### config.mk
export PLATFORM = sky130hd
export DESIGN_NAME = sike_apb_bridge
export DESIGN_NICKNAME = d
export VERILOG_FILES = /design/src/hw/sike_apb_pkg.sv /design/src/hw/apb_reg_decode.sv /design/src/hw/operand_bank.sv /design/src/hw/status_readback.sv /design/src/hw/sike_apb_bridge.sv
export SDC_FILE = /design/constraint.sdc
export NUM_CORES = 2
export LEC_CHECK = 0
export BUFFER_PORTS_ARGS = -buffer_cell sky130_fd_sc_hd__buf_2
export CAP_MARGIN = 20
export CORE_AREA = 5 5 545 386
export CTS_BUF_LIST = sky130_fd_sc_hd__clkbuf_8
export CTS_CLUSTER_DIAMETER = 120
export DETAILED_ROUTE_END_ITERATION = 6
export DIE_AREA = 0 0 550 391
export GPL_ROUTABILITY_DRIVEN = 0
export PLACE_DENSITY_LB_ADDON = 0.2
export SLEW_MARGIN = 5
export SYNTH_ARGS = -nofsm -noshare
export SYNTH_HDL_FRONTEND = slang
export SYNTH_SLANG_ARGS = --single-unit
### constraint.sdc
create_clock -name io_mainClk -period 8.1 [get_ports io_mainClk]
set_clock_uncertainty 0.15 [all_clocks]
set_input_delay 0 -clock io_mainClk [delete_from_list [all_inputs] [get_ports io_mainClk]]
set_output_delay 0 -clock io_mainClk [all_outputs]
set_load 0.03 [all_outputs]
### src/hw/sike_apb_pkg.sv
// isogeny accelerator APB bridge
// address map, command codes and the types shared by the bridge blocks
package sike_apb_pkg;

  localparam int DATA_W    = 32;
  localparam int ADDR_W    = 8;
  localparam int NUM_SLOTS = 24;
  localparam int SLOT_W    = $clog2(NUM_SLOTS);

  // ----------------------------------------------------------
  // register map
  // ----------------------------------------------------------
  localparam logic [ADDR_W-1:0] ADDR_CTRL         = 8'h04;
  localparam logic [ADDR_W-1:0] ADDR_LOOPS        = 8'h08;
  localparam logic [ADDR_W-1:0] ADDR_INDEX        = 8'h0C;
  // one window per slot, stride of one word
  localparam logic [ADDR_W-1:0] ADDR_OPERAND_BASE = 8'h10;

  // slots watched by the load-ready flags
  localparam logic [SLOT_W-1:0] SLOT_Z4_1 = SLOT_W'(23);
  localparam logic [SLOT_W-1:0] SLOT_ZP_1 = SLOT_W'(11);
  localparam logic [SLOT_W-1:0] SLOT_Z4_0 = SLOT_W'(22);

  typedef logic [7:0] cmd_t;

  localparam cmd_t CMD_XDBLE       = 8'd1;
  localparam cmd_t CMD_GET_4_ISOG  = 8'd2;
  localparam cmd_t CMD_EVAL_4_ISOG = 8'd3;
  localparam cmd_t CMD_XADD_LOOP   = 8'd4;

  // ----------------------------------------------------------
  // write data views
  // ----------------------------------------------------------
  typedef struct packed {
    logic [15:0] reserved;
    cmd_t        command;
    logic [5:0]  unused;
    logic        core_start;
    logic        core_rst;
  } ctrl_word_t;

  typedef struct packed {
    logic [15:0] end_index;
    logic [15:0] start_index;
  } index_word_t;

  // same PWDATA word, meaning picked by the address
  typedef union packed {
    ctrl_word_t  ctrl;
    index_word_t index;
  } apb_wdata_u;

  typedef enum logic [1:0] {
    RD_NONE,
    RD_STATUS_CORE,
    RD_STATUS_ISOG,
    RD_OPERAND
  } rd_sel_t;

  typedef struct packed {
    logic              en;
    logic [SLOT_W-1:0] slot;
    logic [DATA_W-1:0] data;
  } bank_wr_t;

  typedef struct packed {
    logic              en;
    logic [SLOT_W-1:0] slot;
  } bank_rd_t;

  // bridge to accelerator
  typedef struct packed {
    logic        core_rst;
    logic        core_start;
    cmd_t        command;
    logic [15:0] xdble_loops;
    logic [15:0] xadd_start_index;
    logic [15:0] xadd_end_index;
    logic        eval_xz_newly_init;
    logic        xadd_p_newly_loaded;
    logic        eval_result_can_overwrite;
  } core_ctrl_t;

  // accelerator to bridge, all levels
  typedef struct packed {
    logic xdbl_xadd_busy;
    logic get_4_isog_busy;
    logic eval_xz_can_overwrite;
    logic eval_result_ready;
    logic xadd_p_can_overwrite;
  } core_status_t;

endpackage

### src/hw/apb_reg_decode.sv
// APB register decode
// configuration registers, core pulses and operand write/read strobes
`timescale 1ns/1ps

module apb_reg_decode (
  input  logic                                 io_mainClk,
  input  logic                                 io_systemReset,
  input  logic                                 psel,
  input  logic                                 penable,
  input  logic                                 pwrite,
  input  logic [sike_apb_pkg::ADDR_W-1:0]      paddr,
  input  logic [sike_apb_pkg::DATA_W-1:0]      pwdata,
  output sike_apb_pkg::bank_wr_t               bank_wr,
  output sike_apb_pkg::bank_rd_t               bank_rd,
  output sike_apb_pkg::rd_sel_t                rd_sel,
  output logic                                 core_rst,
  output logic                                 core_start,
  output sike_apb_pkg::cmd_t                   command,
  output logic [15:0]                          xdble_loops,
  output logic [15:0]                          xadd_start_index,
  output logic [15:0]                          xadd_end_index
);

  import sike_apb_pkg::*;

  logic              do_write;
  logic              do_read;
  logic [ADDR_W-1:0] offset;
  logic              operand_hit;
  logic [SLOT_W-1:0] slot;
  apb_wdata_u        wdata_u;
  logic              wr_en_q;
  logic [SLOT_W-1:0] wr_slot_q;
  logic [DATA_W-1:0] wr_data_q;

  // slave is always ready
  assign do_write = psel && penable && pwrite;
  assign do_read  = psel && penable && !pwrite;

  assign wdata_u = pwdata;

  // operand windows are word aligned above the base
  assign offset      = paddr - ADDR_OPERAND_BASE;
  assign operand_hit = (paddr >= ADDR_OPERAND_BASE) && (offset[1:0] == 2'b00) &&
                       (offset[ADDR_W-1:2] < NUM_SLOTS);
  assign slot        = offset[SLOT_W+1:2];

  // ----------------------------------------------------------
  // writes
  // ----------------------------------------------------------
  always_ff @(posedge io_mainClk or posedge io_systemReset) begin
    if (io_systemReset) begin
      core_rst         <= 1'b0;
      core_start       <= 1'b0;
      command          <= '0;
      xdble_loops      <= '0;
      xadd_start_index <= '0;
      xadd_end_index   <= '0;
      wr_en_q          <= 1'b0;
    end else begin
      core_rst   <= 1'b0;
      core_start <= 1'b0;
      wr_en_q    <= do_write && operand_hit;
      if (do_write) begin
        case (paddr)
          ADDR_CTRL: begin
            core_rst   <= wdata_u.ctrl.core_rst;
            core_start <= wdata_u.ctrl.core_start;
            command    <= wdata_u.ctrl.command;
          end
          ADDR_LOOPS: begin
            xdble_loops <= pwdata[15:0];
          end
          ADDR_INDEX: begin
            xadd_start_index <= wdata_u.index.start_index;
            xadd_end_index   <= wdata_u.index.end_index;
          end
          default: begin
          end
        endcase
      end
    end
  end

  // operand word and slot held for the bank write
  always_ff @(posedge io_mainClk) begin
    if (do_write && operand_hit) begin
      wr_slot_q <= slot;
      wr_data_q <= pwdata;
    end
  end

  assign bank_wr = '{en: wr_en_q, slot: wr_slot_q, data: wr_data_q};

  // ----------------------------------------------------------
  // reads
  // ----------------------------------------------------------
  always_comb begin
    rd_sel = RD_NONE;
    if (do_read) begin
      if (paddr == ADDR_CTRL) begin
        rd_sel = RD_STATUS_CORE;
      end else if (paddr == ADDR_LOOPS) begin
        rd_sel = RD_STATUS_ISOG;
      end else if (operand_hit) begin
        rd_sel = RD_OPERAND;
      end
    end
  end

  assign bank_rd = '{en: do_read && operand_hit, slot: slot};

  // APB needs a setup cycle between accesses
  a_start_pulse: assert property (@(posedge io_mainClk) disable iff (io_systemReset)
    core_start |=> !core_start);
  a_rst_pulse: assert property (@(posedge io_mainClk) disable iff (io_systemReset)
    core_rst |=> !core_rst);

endmodule

### src/hw/operand_bank.sv
// operand bank
// local storage of all operand windows with shared wrapping word counters
`timescale 1ns/1ps

module operand_bank #(
  parameter int WORDS_PER_OPERAND = 4
) (
  input  logic                                io_mainClk,
  input  logic                                io_systemReset,
  input  logic                                core_rst,
  input  sike_apb_pkg::bank_wr_t              bank_wr,
  input  sike_apb_pkg::bank_rd_t              bank_rd,
  output logic [sike_apb_pkg::DATA_W-1:0]     rdata,
  output logic                                wr_last,
  output logic                                rd_last,
  output logic [sike_apb_pkg::SLOT_W-1:0]     wr_slot,
  output logic [sike_apb_pkg::SLOT_W-1:0]     rd_slot
);

  import sike_apb_pkg::*;

  localparam int PTR_W = (WORDS_PER_OPERAND > 1) ? $clog2(WORDS_PER_OPERAND) : 1;
  localparam logic [PTR_W-1:0] LAST_WORD = PTR_W'(WORDS_PER_OPERAND - 1);

  logic [DATA_W-1:0] mem [NUM_SLOTS][WORDS_PER_OPERAND];
  logic [PTR_W-1:0]  wr_ptr;
  logic [PTR_W-1:0]  rd_ptr;
  logic              wr_at_last;
  logic              rd_at_last;

  assign wr_at_last = (wr_ptr == LAST_WORD);
  assign rd_at_last = (rd_ptr == LAST_WORD);

  // ----------------------------------------------------------
  // storage
  // ----------------------------------------------------------
  always_ff @(posedge io_mainClk) begin
    if (bank_wr.en) begin
      mem[bank_wr.slot][wr_ptr] <= bank_wr.data;
    end
  end

  // read data is combinational in the access cycle
  assign rdata = mem[bank_rd.slot][rd_ptr];

  // ----------------------------------------------------------
  // word counters
  // ----------------------------------------------------------
  always_ff @(posedge io_mainClk or posedge io_systemReset) begin
    if (io_systemReset) begin
      wr_ptr <= '0;
    end else if (core_rst || (bank_wr.en && wr_at_last)) begin
      wr_ptr <= '0;
    end else if (bank_wr.en) begin
      wr_ptr <= wr_ptr + 1'b1;
    end
  end

  // read side is not touched by core reset
  always_ff @(posedge io_mainClk or posedge io_systemReset) begin
    if (io_systemReset) begin
      rd_ptr <= '0;
    end else if (bank_rd.en) begin
      if (rd_at_last) begin
        rd_ptr <= '0;
      end else begin
        rd_ptr <= rd_ptr + 1'b1;
      end
    end
  end

  // last word of a slot reached
  assign wr_last = bank_wr.en && wr_at_last;
  assign rd_last = bank_rd.en && rd_at_last;
  assign wr_slot = bank_wr.slot;
  assign rd_slot = bank_rd.slot;

  a_wr_slot_range: assert property (@(posedge io_mainClk) disable iff (io_systemReset)
    bank_wr.en |-> (bank_wr.slot < NUM_SLOTS));
  a_rd_slot_range: assert property (@(posedge io_mainClk) disable iff (io_systemReset)
    bank_rd.en |-> (bank_rd.slot < NUM_SLOTS));

endmodule

### src/hw/status_readback.sv
// status readback
// load-ready handshake flags, status words and the APB read data mux
`timescale 1ns/1ps

module status_readback (
  input  logic                                io_mainClk,
  input  logic                                io_systemReset,
  input  sike_apb_pkg::rd_sel_t               rd_sel,
  input  logic [sike_apb_pkg::DATA_W-1:0]     rdata,
  input  sike_apb_pkg::cmd_t                  command,
  input  logic                                wr_last,
  input  logic                                rd_last,
  input  logic [sike_apb_pkg::SLOT_W-1:0]     wr_slot,
  input  logic [sike_apb_pkg::SLOT_W-1:0]     rd_slot,
  input  sike_apb_pkg::core_status_t          core_status,
  output logic [sike_apb_pkg::DATA_W-1:0]     prdata,
  output logic                                eval_xz_newly_init,
  output logic                                xadd_p_newly_loaded,
  output logic                                eval_result_can_overwrite
);

  import sike_apb_pkg::*;

  logic              eval_xz_set;
  logic              xadd_p_set;
  logic              result_set;
  logic [DATA_W-1:0] status_core;
  logic [DATA_W-1:0] status_isog;

  // second halves complete a load
  assign eval_xz_set = wr_last && (wr_slot == SLOT_Z4_1) && (command == CMD_EVAL_4_ISOG);
  assign xadd_p_set  = wr_last && (wr_slot == SLOT_ZP_1) && (command == CMD_XADD_LOOP);
  assign result_set  = rd_last && (rd_slot == SLOT_Z4_1);

  // ----------------------------------------------------------
  // handshake flags, set has priority
  // ----------------------------------------------------------
  always_ff @(posedge io_mainClk or posedge io_systemReset) begin
    if (io_systemReset) begin
      eval_xz_newly_init        <= 1'b0;
      xadd_p_newly_loaded       <= 1'b0;
      eval_result_can_overwrite <= 1'b1;
    end else begin
      if (eval_xz_set) begin
        eval_xz_newly_init <= 1'b1;
      end else if (core_status.eval_xz_can_overwrite) begin
        eval_xz_newly_init <= 1'b0;
      end

      if (xadd_p_set) begin
        xadd_p_newly_loaded <= 1'b1;
      end else if (core_status.xadd_p_can_overwrite) begin
        xadd_p_newly_loaded <= 1'b0;
      end

      // host has drained the result
      if (result_set) begin
        eval_result_can_overwrite <= 1'b1;
      end else if (core_status.eval_result_ready) begin
        eval_result_can_overwrite <= 1'b0;
      end
    end
  end

  // ----------------------------------------------------------
  // status words and read mux
  // ----------------------------------------------------------
  always_comb begin
    status_core     = '0;
    status_core[8]  = core_status.xadd_p_can_overwrite;
    status_core[0]  = core_status.xdbl_xadd_busy;
    status_isog     = '0;
    status_isog[16] = core_status.eval_result_ready;
    status_isog[8]  = core_status.eval_xz_can_overwrite;
    status_isog[0]  = core_status.get_4_isog_busy;
  end

  always_comb begin
    case (rd_sel)
      RD_STATUS_CORE: prdata = status_core;
      RD_STATUS_ISOG: prdata = status_isog;
      RD_OPERAND:     prdata = rdata;
      default:        prdata = '0;
    endcase
  end

  // a ready result is only kept by a final Z4_1 read
  a_result_clear: assert property (@(posedge io_mainClk) disable iff (io_systemReset)
    (core_status.eval_result_ready && !(rd_last && rd_slot == SLOT_Z4_1))
      |=> !eval_result_can_overwrite);

endmodule

### src/hw/sike_apb_bridge.sv
// isogeny accelerator APB3 bridge
// joins register decode, operand bank and status readback
`timescale 1ns/1ps

module sike_apb_bridge #(
  parameter int WORDS_PER_OPERAND = 4
) (
  input  logic                                io_mainClk,
  input  logic                                io_systemReset,
  input  logic                                psel,
  input  logic                                penable,
  input  logic                                pwrite,
  input  logic [sike_apb_pkg::ADDR_W-1:0]     paddr,
  input  logic [sike_apb_pkg::DATA_W-1:0]     pwdata,
  output logic [sike_apb_pkg::DATA_W-1:0]     prdata,
  output logic                                pready,
  output logic                                pslverr,
  output sike_apb_pkg::core_ctrl_t            core_ctrl,
  input  sike_apb_pkg::core_status_t          core_status
);

  import sike_apb_pkg::*;

  bank_wr_t          bank_wr;
  bank_rd_t          bank_rd;
  rd_sel_t           rd_sel;
  logic              core_rst;
  logic              core_start;
  cmd_t              command;
  logic [15:0]       xdble_loops;
  logic [15:0]       xadd_start_index;
  logic [15:0]       xadd_end_index;
  logic [DATA_W-1:0] rdata;
  logic              wr_last;
  logic              rd_last;
  logic [SLOT_W-1:0] wr_slot;
  logic [SLOT_W-1:0] rd_slot;
  logic              eval_xz_newly_init;
  logic              xadd_p_newly_loaded;
  logic              eval_result_can_overwrite;

  // no wait states and no error response
  assign pready  = 1'b1;
  assign pslverr = 1'b0;

  apb_reg_decode i_apb_reg_decode (
    .io_mainClk       (io_mainClk),
    .io_systemReset   (io_systemReset),
    .psel             (psel),
    .penable          (penable),
    .pwrite           (pwrite),
    .paddr            (paddr),
    .pwdata           (pwdata),
    .bank_wr          (bank_wr),
    .bank_rd          (bank_rd),
    .rd_sel           (rd_sel),
    .core_rst         (core_rst),
    .core_start       (core_start),
    .command          (command),
    .xdble_loops      (xdble_loops),
    .xadd_start_index (xadd_start_index),
    .xadd_end_index   (xadd_end_index)
  );

  operand_bank #(
    .WORDS_PER_OPERAND (WORDS_PER_OPERAND)
  ) i_operand_bank (
    .io_mainClk     (io_mainClk),
    .io_systemReset (io_systemReset),
    .core_rst       (core_rst),
    .bank_wr        (bank_wr),
    .bank_rd        (bank_rd),
    .rdata          (rdata),
    .wr_last        (wr_last),
    .rd_last        (rd_last),
    .wr_slot        (wr_slot),
    .rd_slot        (rd_slot)
  );

  status_readback i_status_readback (
    .io_mainClk                (io_mainClk),
    .io_systemReset            (io_systemReset),
    .rd_sel                    (rd_sel),
    .rdata                     (rdata),
    .command                   (command),
    .wr_last                   (wr_last),
    .rd_last                   (rd_last),
    .wr_slot                   (wr_slot),
    .rd_slot                   (rd_slot),
    .core_status               (core_status),
    .prdata                    (prdata),
    .eval_xz_newly_init        (eval_xz_newly_init),
    .xadd_p_newly_loaded       (xadd_p_newly_loaded),
    .eval_result_can_overwrite (eval_result_can_overwrite)
  );

  // accelerator control bundle
  assign core_ctrl = '{
    core_rst:                  core_rst,
    core_start:                core_start,
    command:                   command,
    xdble_loops:               xdble_loops,
    xadd_start_index:          xadd_start_index,
    xadd_end_index:            xadd_end_index,
    eval_xz_newly_init:        eval_xz_newly_init,
    xadd_p_newly_loaded:       xadd_p_newly_loaded,
    eval_result_can_overwrite: eval_result_can_overwrite
  };

endmodule

# Yosys cells after proc, flatten, opt, wreduce, memory -nomap -nowiden
# Memory sizes are Yosys's and may differ from the RTL's.
# Index checks and enable logic that the tools add are counted.
[word_totals]
rom_bits = 0
ram_bits = 3072
output_inout_bits = 95
n_memories = 1
register_bits = 103
in_bits = 50
latch_bits = 0
word_cells = 88
[memory_table]
columns = ["memory", "words", "word_bits", "rd", "rd_clocked_by_memory_dff", "wr", "line", "source"]
rows = [
  ["i_operand_bank.mem", 24, 128, 1, 0, 1, "operand_bank.sv:25", "logic [DATA_W-1:0] mem [NUM_SLOTS][WORDS_PER_OPERAND];"],
]
[classes]
eq_ne = 13
mux = 25
bitwise_logic = 2
reduce_logical = 25
order_cmp = 5
mul = 0
shift = 0
div_mod_pow = 0
addsub = 3
[ops]
columns = ["operator", "count"]
rows = [
  ["$mux 128", 1],
  ["$mux 32", 3],
  ["$pmux 32 s3", 1],
  ["$bmux 32 s2", 1],
  ["$demux 32 s2", 1],
  ["$eq 8x3->1 const B", 2],
  ["$eq 8x4->1 const B", 2],
  ["$logic_and 1x1->1", 15],
  ["$mux 2", 7],
  ["$mux 1", 11],
  ["$eq 5x5->1 const B", 2],
  ["$eq 2x2->1 const B", 4],
  ["$eq 8x2->1 const B", 1],
  ["$ge 8x5->1 const B", 1],
  ["$reduce_bool 2->1", 4],
  ["$sub 8x5->8 const B", 1],
  ["$ge 3x3->1 const B", 2],
  ["$lt 6x5->1 const B", 1],
  ["$not 2->3", 2],
  ["$reduce_and 2->1", 3],
  ["$eq 5x4->1 const B", 1],
  ["$add 2x1->2 const B", 2],
  ["$lt 3x1->1 const B", 1],
  ["$eq 2x1->1 const B", 1],
  ["other kinds (3)", 3],
]

# Depth between registers and ports, before layout
[logic_depth]
ltp_word = 10
mapped_depth = 16
mapped_depth_nobuf = 10

# By module
# A second synthesis with hierarchy kept.
[hier_totals]
hier_cells = 5460
hier_area_um2 = 121940.7
[by_module_without_submodules]
columns = ["mod", "n_inst", "seq_area_each_um2", "area_each_um2", "cells_each"]
rows = [
  ["operand_bank", 1, 92348.6, 117855.5, 5189],
  ["apb_reg_decode", 1, 2587.5, 3577.2, 201],
  ["status_readback", 1, 76.3, 447.9, 61],
  ["sike_apb_bridge", 1, 0.0, 60.1, 9],
]

# Worst setup path before layout
# No wires, ideal clock.
[synth_path]
kind = "input to output"
from = "input port paddr[4] in the netlist's numbering"
to = "output port prdata[25] in the netlist's numbering"
path_buffers = 5
path_stages = 13
t_arrival_ns = 4.221
required_ns = 7.950
setup_slack_ns = 3.729
cell_sequence = "inv_2 -> buf_4 -> buf_2 -> buf_2 -> clkbuf_1 -> ha_1 -> xnor2_2 -> inv_2 -> a211oi_1 -> nand4_1 -> nand2b_1 -> clkbuf_1 -> a2111oi_0"
[synth_lines]
columns = ["element", "line", "source"]
rows = [
  ["start: declaration", "sike_apb_bridge.sv:13", "input logic [sike_apb_pkg::ADDR_W-1:0] paddr,"],
  ["end: declaration", "sike_apb_bridge.sv:15", "output logic [sike_apb_pkg::DATA_W-1:0] prdata,"],
]

# Final worst setup path
[layout_path]
from = "input port paddr[5] in the netlist's numbering"
to = "output port prdata[16] in the netlist's numbering"
[layout_between]
elab_chain_len = 9
word_cells_on_any_way = 19
cone_classes = "1 x add/sub; 2 x order compare; 5 x eq/ne; 8 x mux; 2 x reduce/logical; 1 x memory"
[layout_rtl]
columns = ["element", "line", "source"]
rows = [
  ["$sub 8x5->8 / $ge 8x5->1 (equally long branches)", "apb_reg_decode.sv:43, apb_reg_decode.sv:44", ""],
  ["$lt 6x5->1 / $logic_and 1x1->1 (equally long branches)", "apb_reg_decode.sv:45, apb_reg_decode.sv:44", ""],
  ["$logic_and 1x1->1", "apb_reg_decode.sv:44", "assign operand_hit = (paddr >= ADDR_OPERAND_BASE) && (offset[1:0] == 2'b00) &&"],
  ["$mux 2", "apb_reg_decode.sv:105", "end else if (operand_hit) begin"],
  ["$mux 2", "apb_reg_decode.sv:103", "end else if (paddr == ADDR_LOOPS) begin"],
  ["$mux 2", "apb_reg_decode.sv:101", "if (paddr == ADDR_CTRL) begin"],
  ["$mux 2", "apb_reg_decode.sv:100", "if (do_read) begin"],
  ["$eq 2x2->1 / $eq 2x1->1 (equally long branches)", "status_readback.sv:79", "case (rd_sel)"],
  ["$pmux 32 s3 (*)", "status_readback.sv:79", ""],
]
# Mark *: on every way between the ends. The rest lies on a longest branch, timed or not. The select of a mux whose other input is x is not followed.

==> results summary <==
The number of setup violations in the final report came out at 0. The clock tree buffer depth is 4. The worst-case IR drop observed on VDD is 0.1535 mV. The tightest slew margin relative to the limit came out at 1.837%. After synthesis the cells add up to 121900 um^2.

The number of pins exceeding their max-slew limit in the final report was 0. Counting the buffers created by CTS gives 450. The wire length of the first global-routing pass came out at 481.7 mm. Of the post-synthesis cell area, the dominant cell type holds 76.58%.

The placement row count is 139. The number of buffers inserted by port buffering came out at 142. The post-layout net count came out at 6094. The core utilization of the finished layout came out at 66.64%.

The routed via count is 63193. edfxtp_1 takes more of the synthesized area than any other cell. The H-tree depth is 5. The core area is 204000 um^2. The DRC marker count from the first detailed-route iteration came out at 11539. The clock-pin slew of the registers on the worst-case setup and hold paths came out at 0.06 ns. The proportion of synthesized chip area in sequential cells came out at 77.94%.

In the final routed layout, each cell accounts on average for 37.95 um. The startpoint identified for the worst hold timing path is paddr[0]. In this run the horizontal extent of the chip is 550 um. The final setup slack of the worst path is 2.359 ns.

The post-cts hold buffer count came out at 95. The total congestion overflow after global routing came out at 0. In this run, placement finished with an instance count of 8222.

The number of enable flip-flop cells after synthesis came out at 3109. The path depth of the worst reg2reg path is 5. The die area is 215100 um^2. The source of the critical timing path is paddr[5]. The floorplan die height is 391 um. When the netlist entered floorplanning its net count stood at 5464. Setup repair after global routing left no endpoint under its margin. The worst setup path is captured at an output port. The remaining number of nets flagged by the antenna check after routing came out at 0. The most common library cell in the layout ignoring fill and taps is edfxtp_1.

The placement-stage worst setup slack is 2.644 ns. The initial utilization of the core area, before any placement, comes to 59.76%. The area occupied by multi-input gates is 25840 um^2. The total I/O pin count is 145. The min-delay analysis places its worst path in the category input port to flip-flop. In this run the power density over the cells is 230.9 nW/um^2. The synthesis-stage register bit count came out at 3175. The synthesized instance count came out at 5405. The clock drives 3175 sinks. The worst-margin pin slew is 1.472 ns. The total design power is 31390 uW. The type of the worst setup path is input port to output port. The final wirelength came out at 346.7 mm. The peak fanout along the critical path came out at 41. The number of library cell types mapped by synthesis is 71. The detailed-route vias per instance is 6.917. The register cell area after layout is 95020 um^2. Averaged over all synthesized cells, the footprint is 22.56 um^2. The arrival time of data at the critical path endpoint is 5.59 ns. The proportion of synthesized flip-flops having asynchronous set or reset is 2.079%.

The run finished with clean final reports. The cell at the root of the clock tree is clkbuf_8. The number of antenna violations at the first check in global routing is 27. The static leakage power is 0.04379 uW.

The share of post-route cells with drive strength above 1 came out at 29.39%. After detailed routing, the number of remaining DRC violations is 0. The most used flip-flop cell after synthesis is edfxtp_1. The via count of the first global-routing pass came out at 61311. The post-CTS repair timing setup buffer count is 0.

The fmax is 0.1742 GHz. The area added between synthesis and finish came out at 11.52%. Max-cap violations in this run came to 0. The worst hold path stage count came out at 4.

The final worst-path cycle share came out at 70.88%. The number of gates given a new drive strength after cts came out at 0. In the layout the commonest cells are edfxtp_1, mux4_2, clkbuf_8. Global routing consumed, over all layers together, 32.42% of the routing resources. At the worst endpoint, the required time is 7.95 ns.

The final total negative setup slack is 0 ns. The first TritonRoute pass finished after 7 iterations. The startpoint type of the worst setup path is an input port. The number of warnings issued by yosys is 0. The worst-skew pair later-pin latency came out at 1.03 ns.

The maximum number of pins on one net before global-route repair came out at 125. In this run the critical register-to-register path is launched from i_apb_reg_decode.wr_slot_q[4]. Detailed placement ended at an HPWL of 191.9 mm. By area the synthesized netlist is led by edfxtp_1, mux4_2, dfrtp_1, mux2i_1, nand2_1.

The number of hold-slack violations in the final timing report is 0. Excluding fillers, the count of instances in the completed layout stands at 9136. TritonCTS built the clock tree. The post-layout minimum cycle time came out at 5.741 ns. Counting the fill cells in the layout gives 12807.
-- report_power, final --
part / internal [uW] / switching (uW)
registers: 17800 / 44.3
clock network: 5450 / 5920
logic: 700 / 1440
total: 24000 / 7410
-- registers in the layout, indices dropped and copies added, names as in the netlist --
register and flops:
i_apb_reg_decode.command 8, i_apb_reg_decode.core_rst 1, i_apb_reg_decode.core_start 1, i_apb_reg_decode.wr_data_q 32, i_apb_reg_decode.wr_en_q 1, i_apb_reg_decode.wr_slot_q 5
i_apb_reg_decode.xadd_end_index 16, i_apb_reg_decode.xadd_start_index 16, i_apb_reg_decode.xdble_loops 16, i_operand_bank.mem 3072, i_operand_bank.rd_ptr 2, i_operand_bank.wr_ptr 2
i_status_readback.eval_result_can_overwrite 1, i_status_readback.eval_xz_newly_init 1, i_status_readback.xadd_p_newly_loaded 1
-- metrics by stage --
stage	hold WS [ns]	instance area, um^2
floorplan	-0.09331	121900
global placement	0.05102	126800
detailed placement	0.04811	126900
CTS	0.03004	135800
global route	-0.001097	135900
finish	0.06988	136000
-- critical path: stages --
cell and delay (ns):
dlygate4sd3_1 0.52, buf_2 0.18, inv_1 0.13, ha_4 0.80
clkinv_2 0.72, a211oi_1 0.40, dlygate4sd3_1 0.62, nand4_1 0.12
nand2b_2 0.20, buf_4 0.36, o21bai_1 0.56, o22ai_1 0.60
buf_2 0.30
-- cell type report --
| type | instances | area share (%) |
|---|---|---|
| inverters | 12 | 0.04049 |
| well taps | 2749 | 2.530 |
| repair buffers | 477 | 2.698 |
| clock buffers | 468 | 4.738 |
| multi-input cells | 1919 | 19.01 |
| diodes | 4 | 0.007363 |
| flip-flops and latches | 3175 | 69.89 |
| clock inverters | 332 | 1.086 |
-- kinds of logic after synthesis --
group / synth area share (%)
flip-flops: 77.94
multiplexers: 16.59
AND/OR/NAND/NOR: 1.955
AO/OA/AOI/OAI: 1.868
buffers and inverters: 1.539
adder cells (fa/ha/maj): 0.09237
other: 0.006160
XOR/XNOR: 0.01335
-- worst paths after layout --
check,to,slack [ns]
worst max-delay path,prdata[16],2.36
worst min-delay path,i_apb_reg_decode.wr_en_q,0.07
worst max register to register,i_operand_bank.mem[23][65],4.79
worst min register to register,i_apb_reg_decode.xadd_start_index[10],0.33
max in group asynchronous,i_operand_bank.rd_ptr[1],6.83
min in group asynchronous,i_apb_reg_decode.xadd_start_index[12],0.23
-- synth_stat cells, drive strengths merged, types with 8 or more instances --
cell type     n
edfxtp     3109
mux4        807
nand2       283
buf         222
nor2        155
mux2i       134
clkbuf       77
dfrtp        65
mux2         63
o21ai        62
a21oi        61
a22oi        54
a31oi        36
nor3         30
nand3        27
o22ai        26
a211oi       15
a311oi       15
a32oi        15
and2         13
nand4        13
a221oi       12
inv          12
ha            9
nor4          8
-- routing by layer --
metal | track usage, % | vias up | routed length (um)
met5 | 0 | - | 66
met4 | 13.30 | 6 | 17210
met2 | 45.18 | 5250 | 149400
li1 | - | 24115 | -
met1 | 46.80 | 32905 | 123300
met3 | 12.50 | 917 | 56740
No activity file was read; power rests on OpenSTA's default activity.
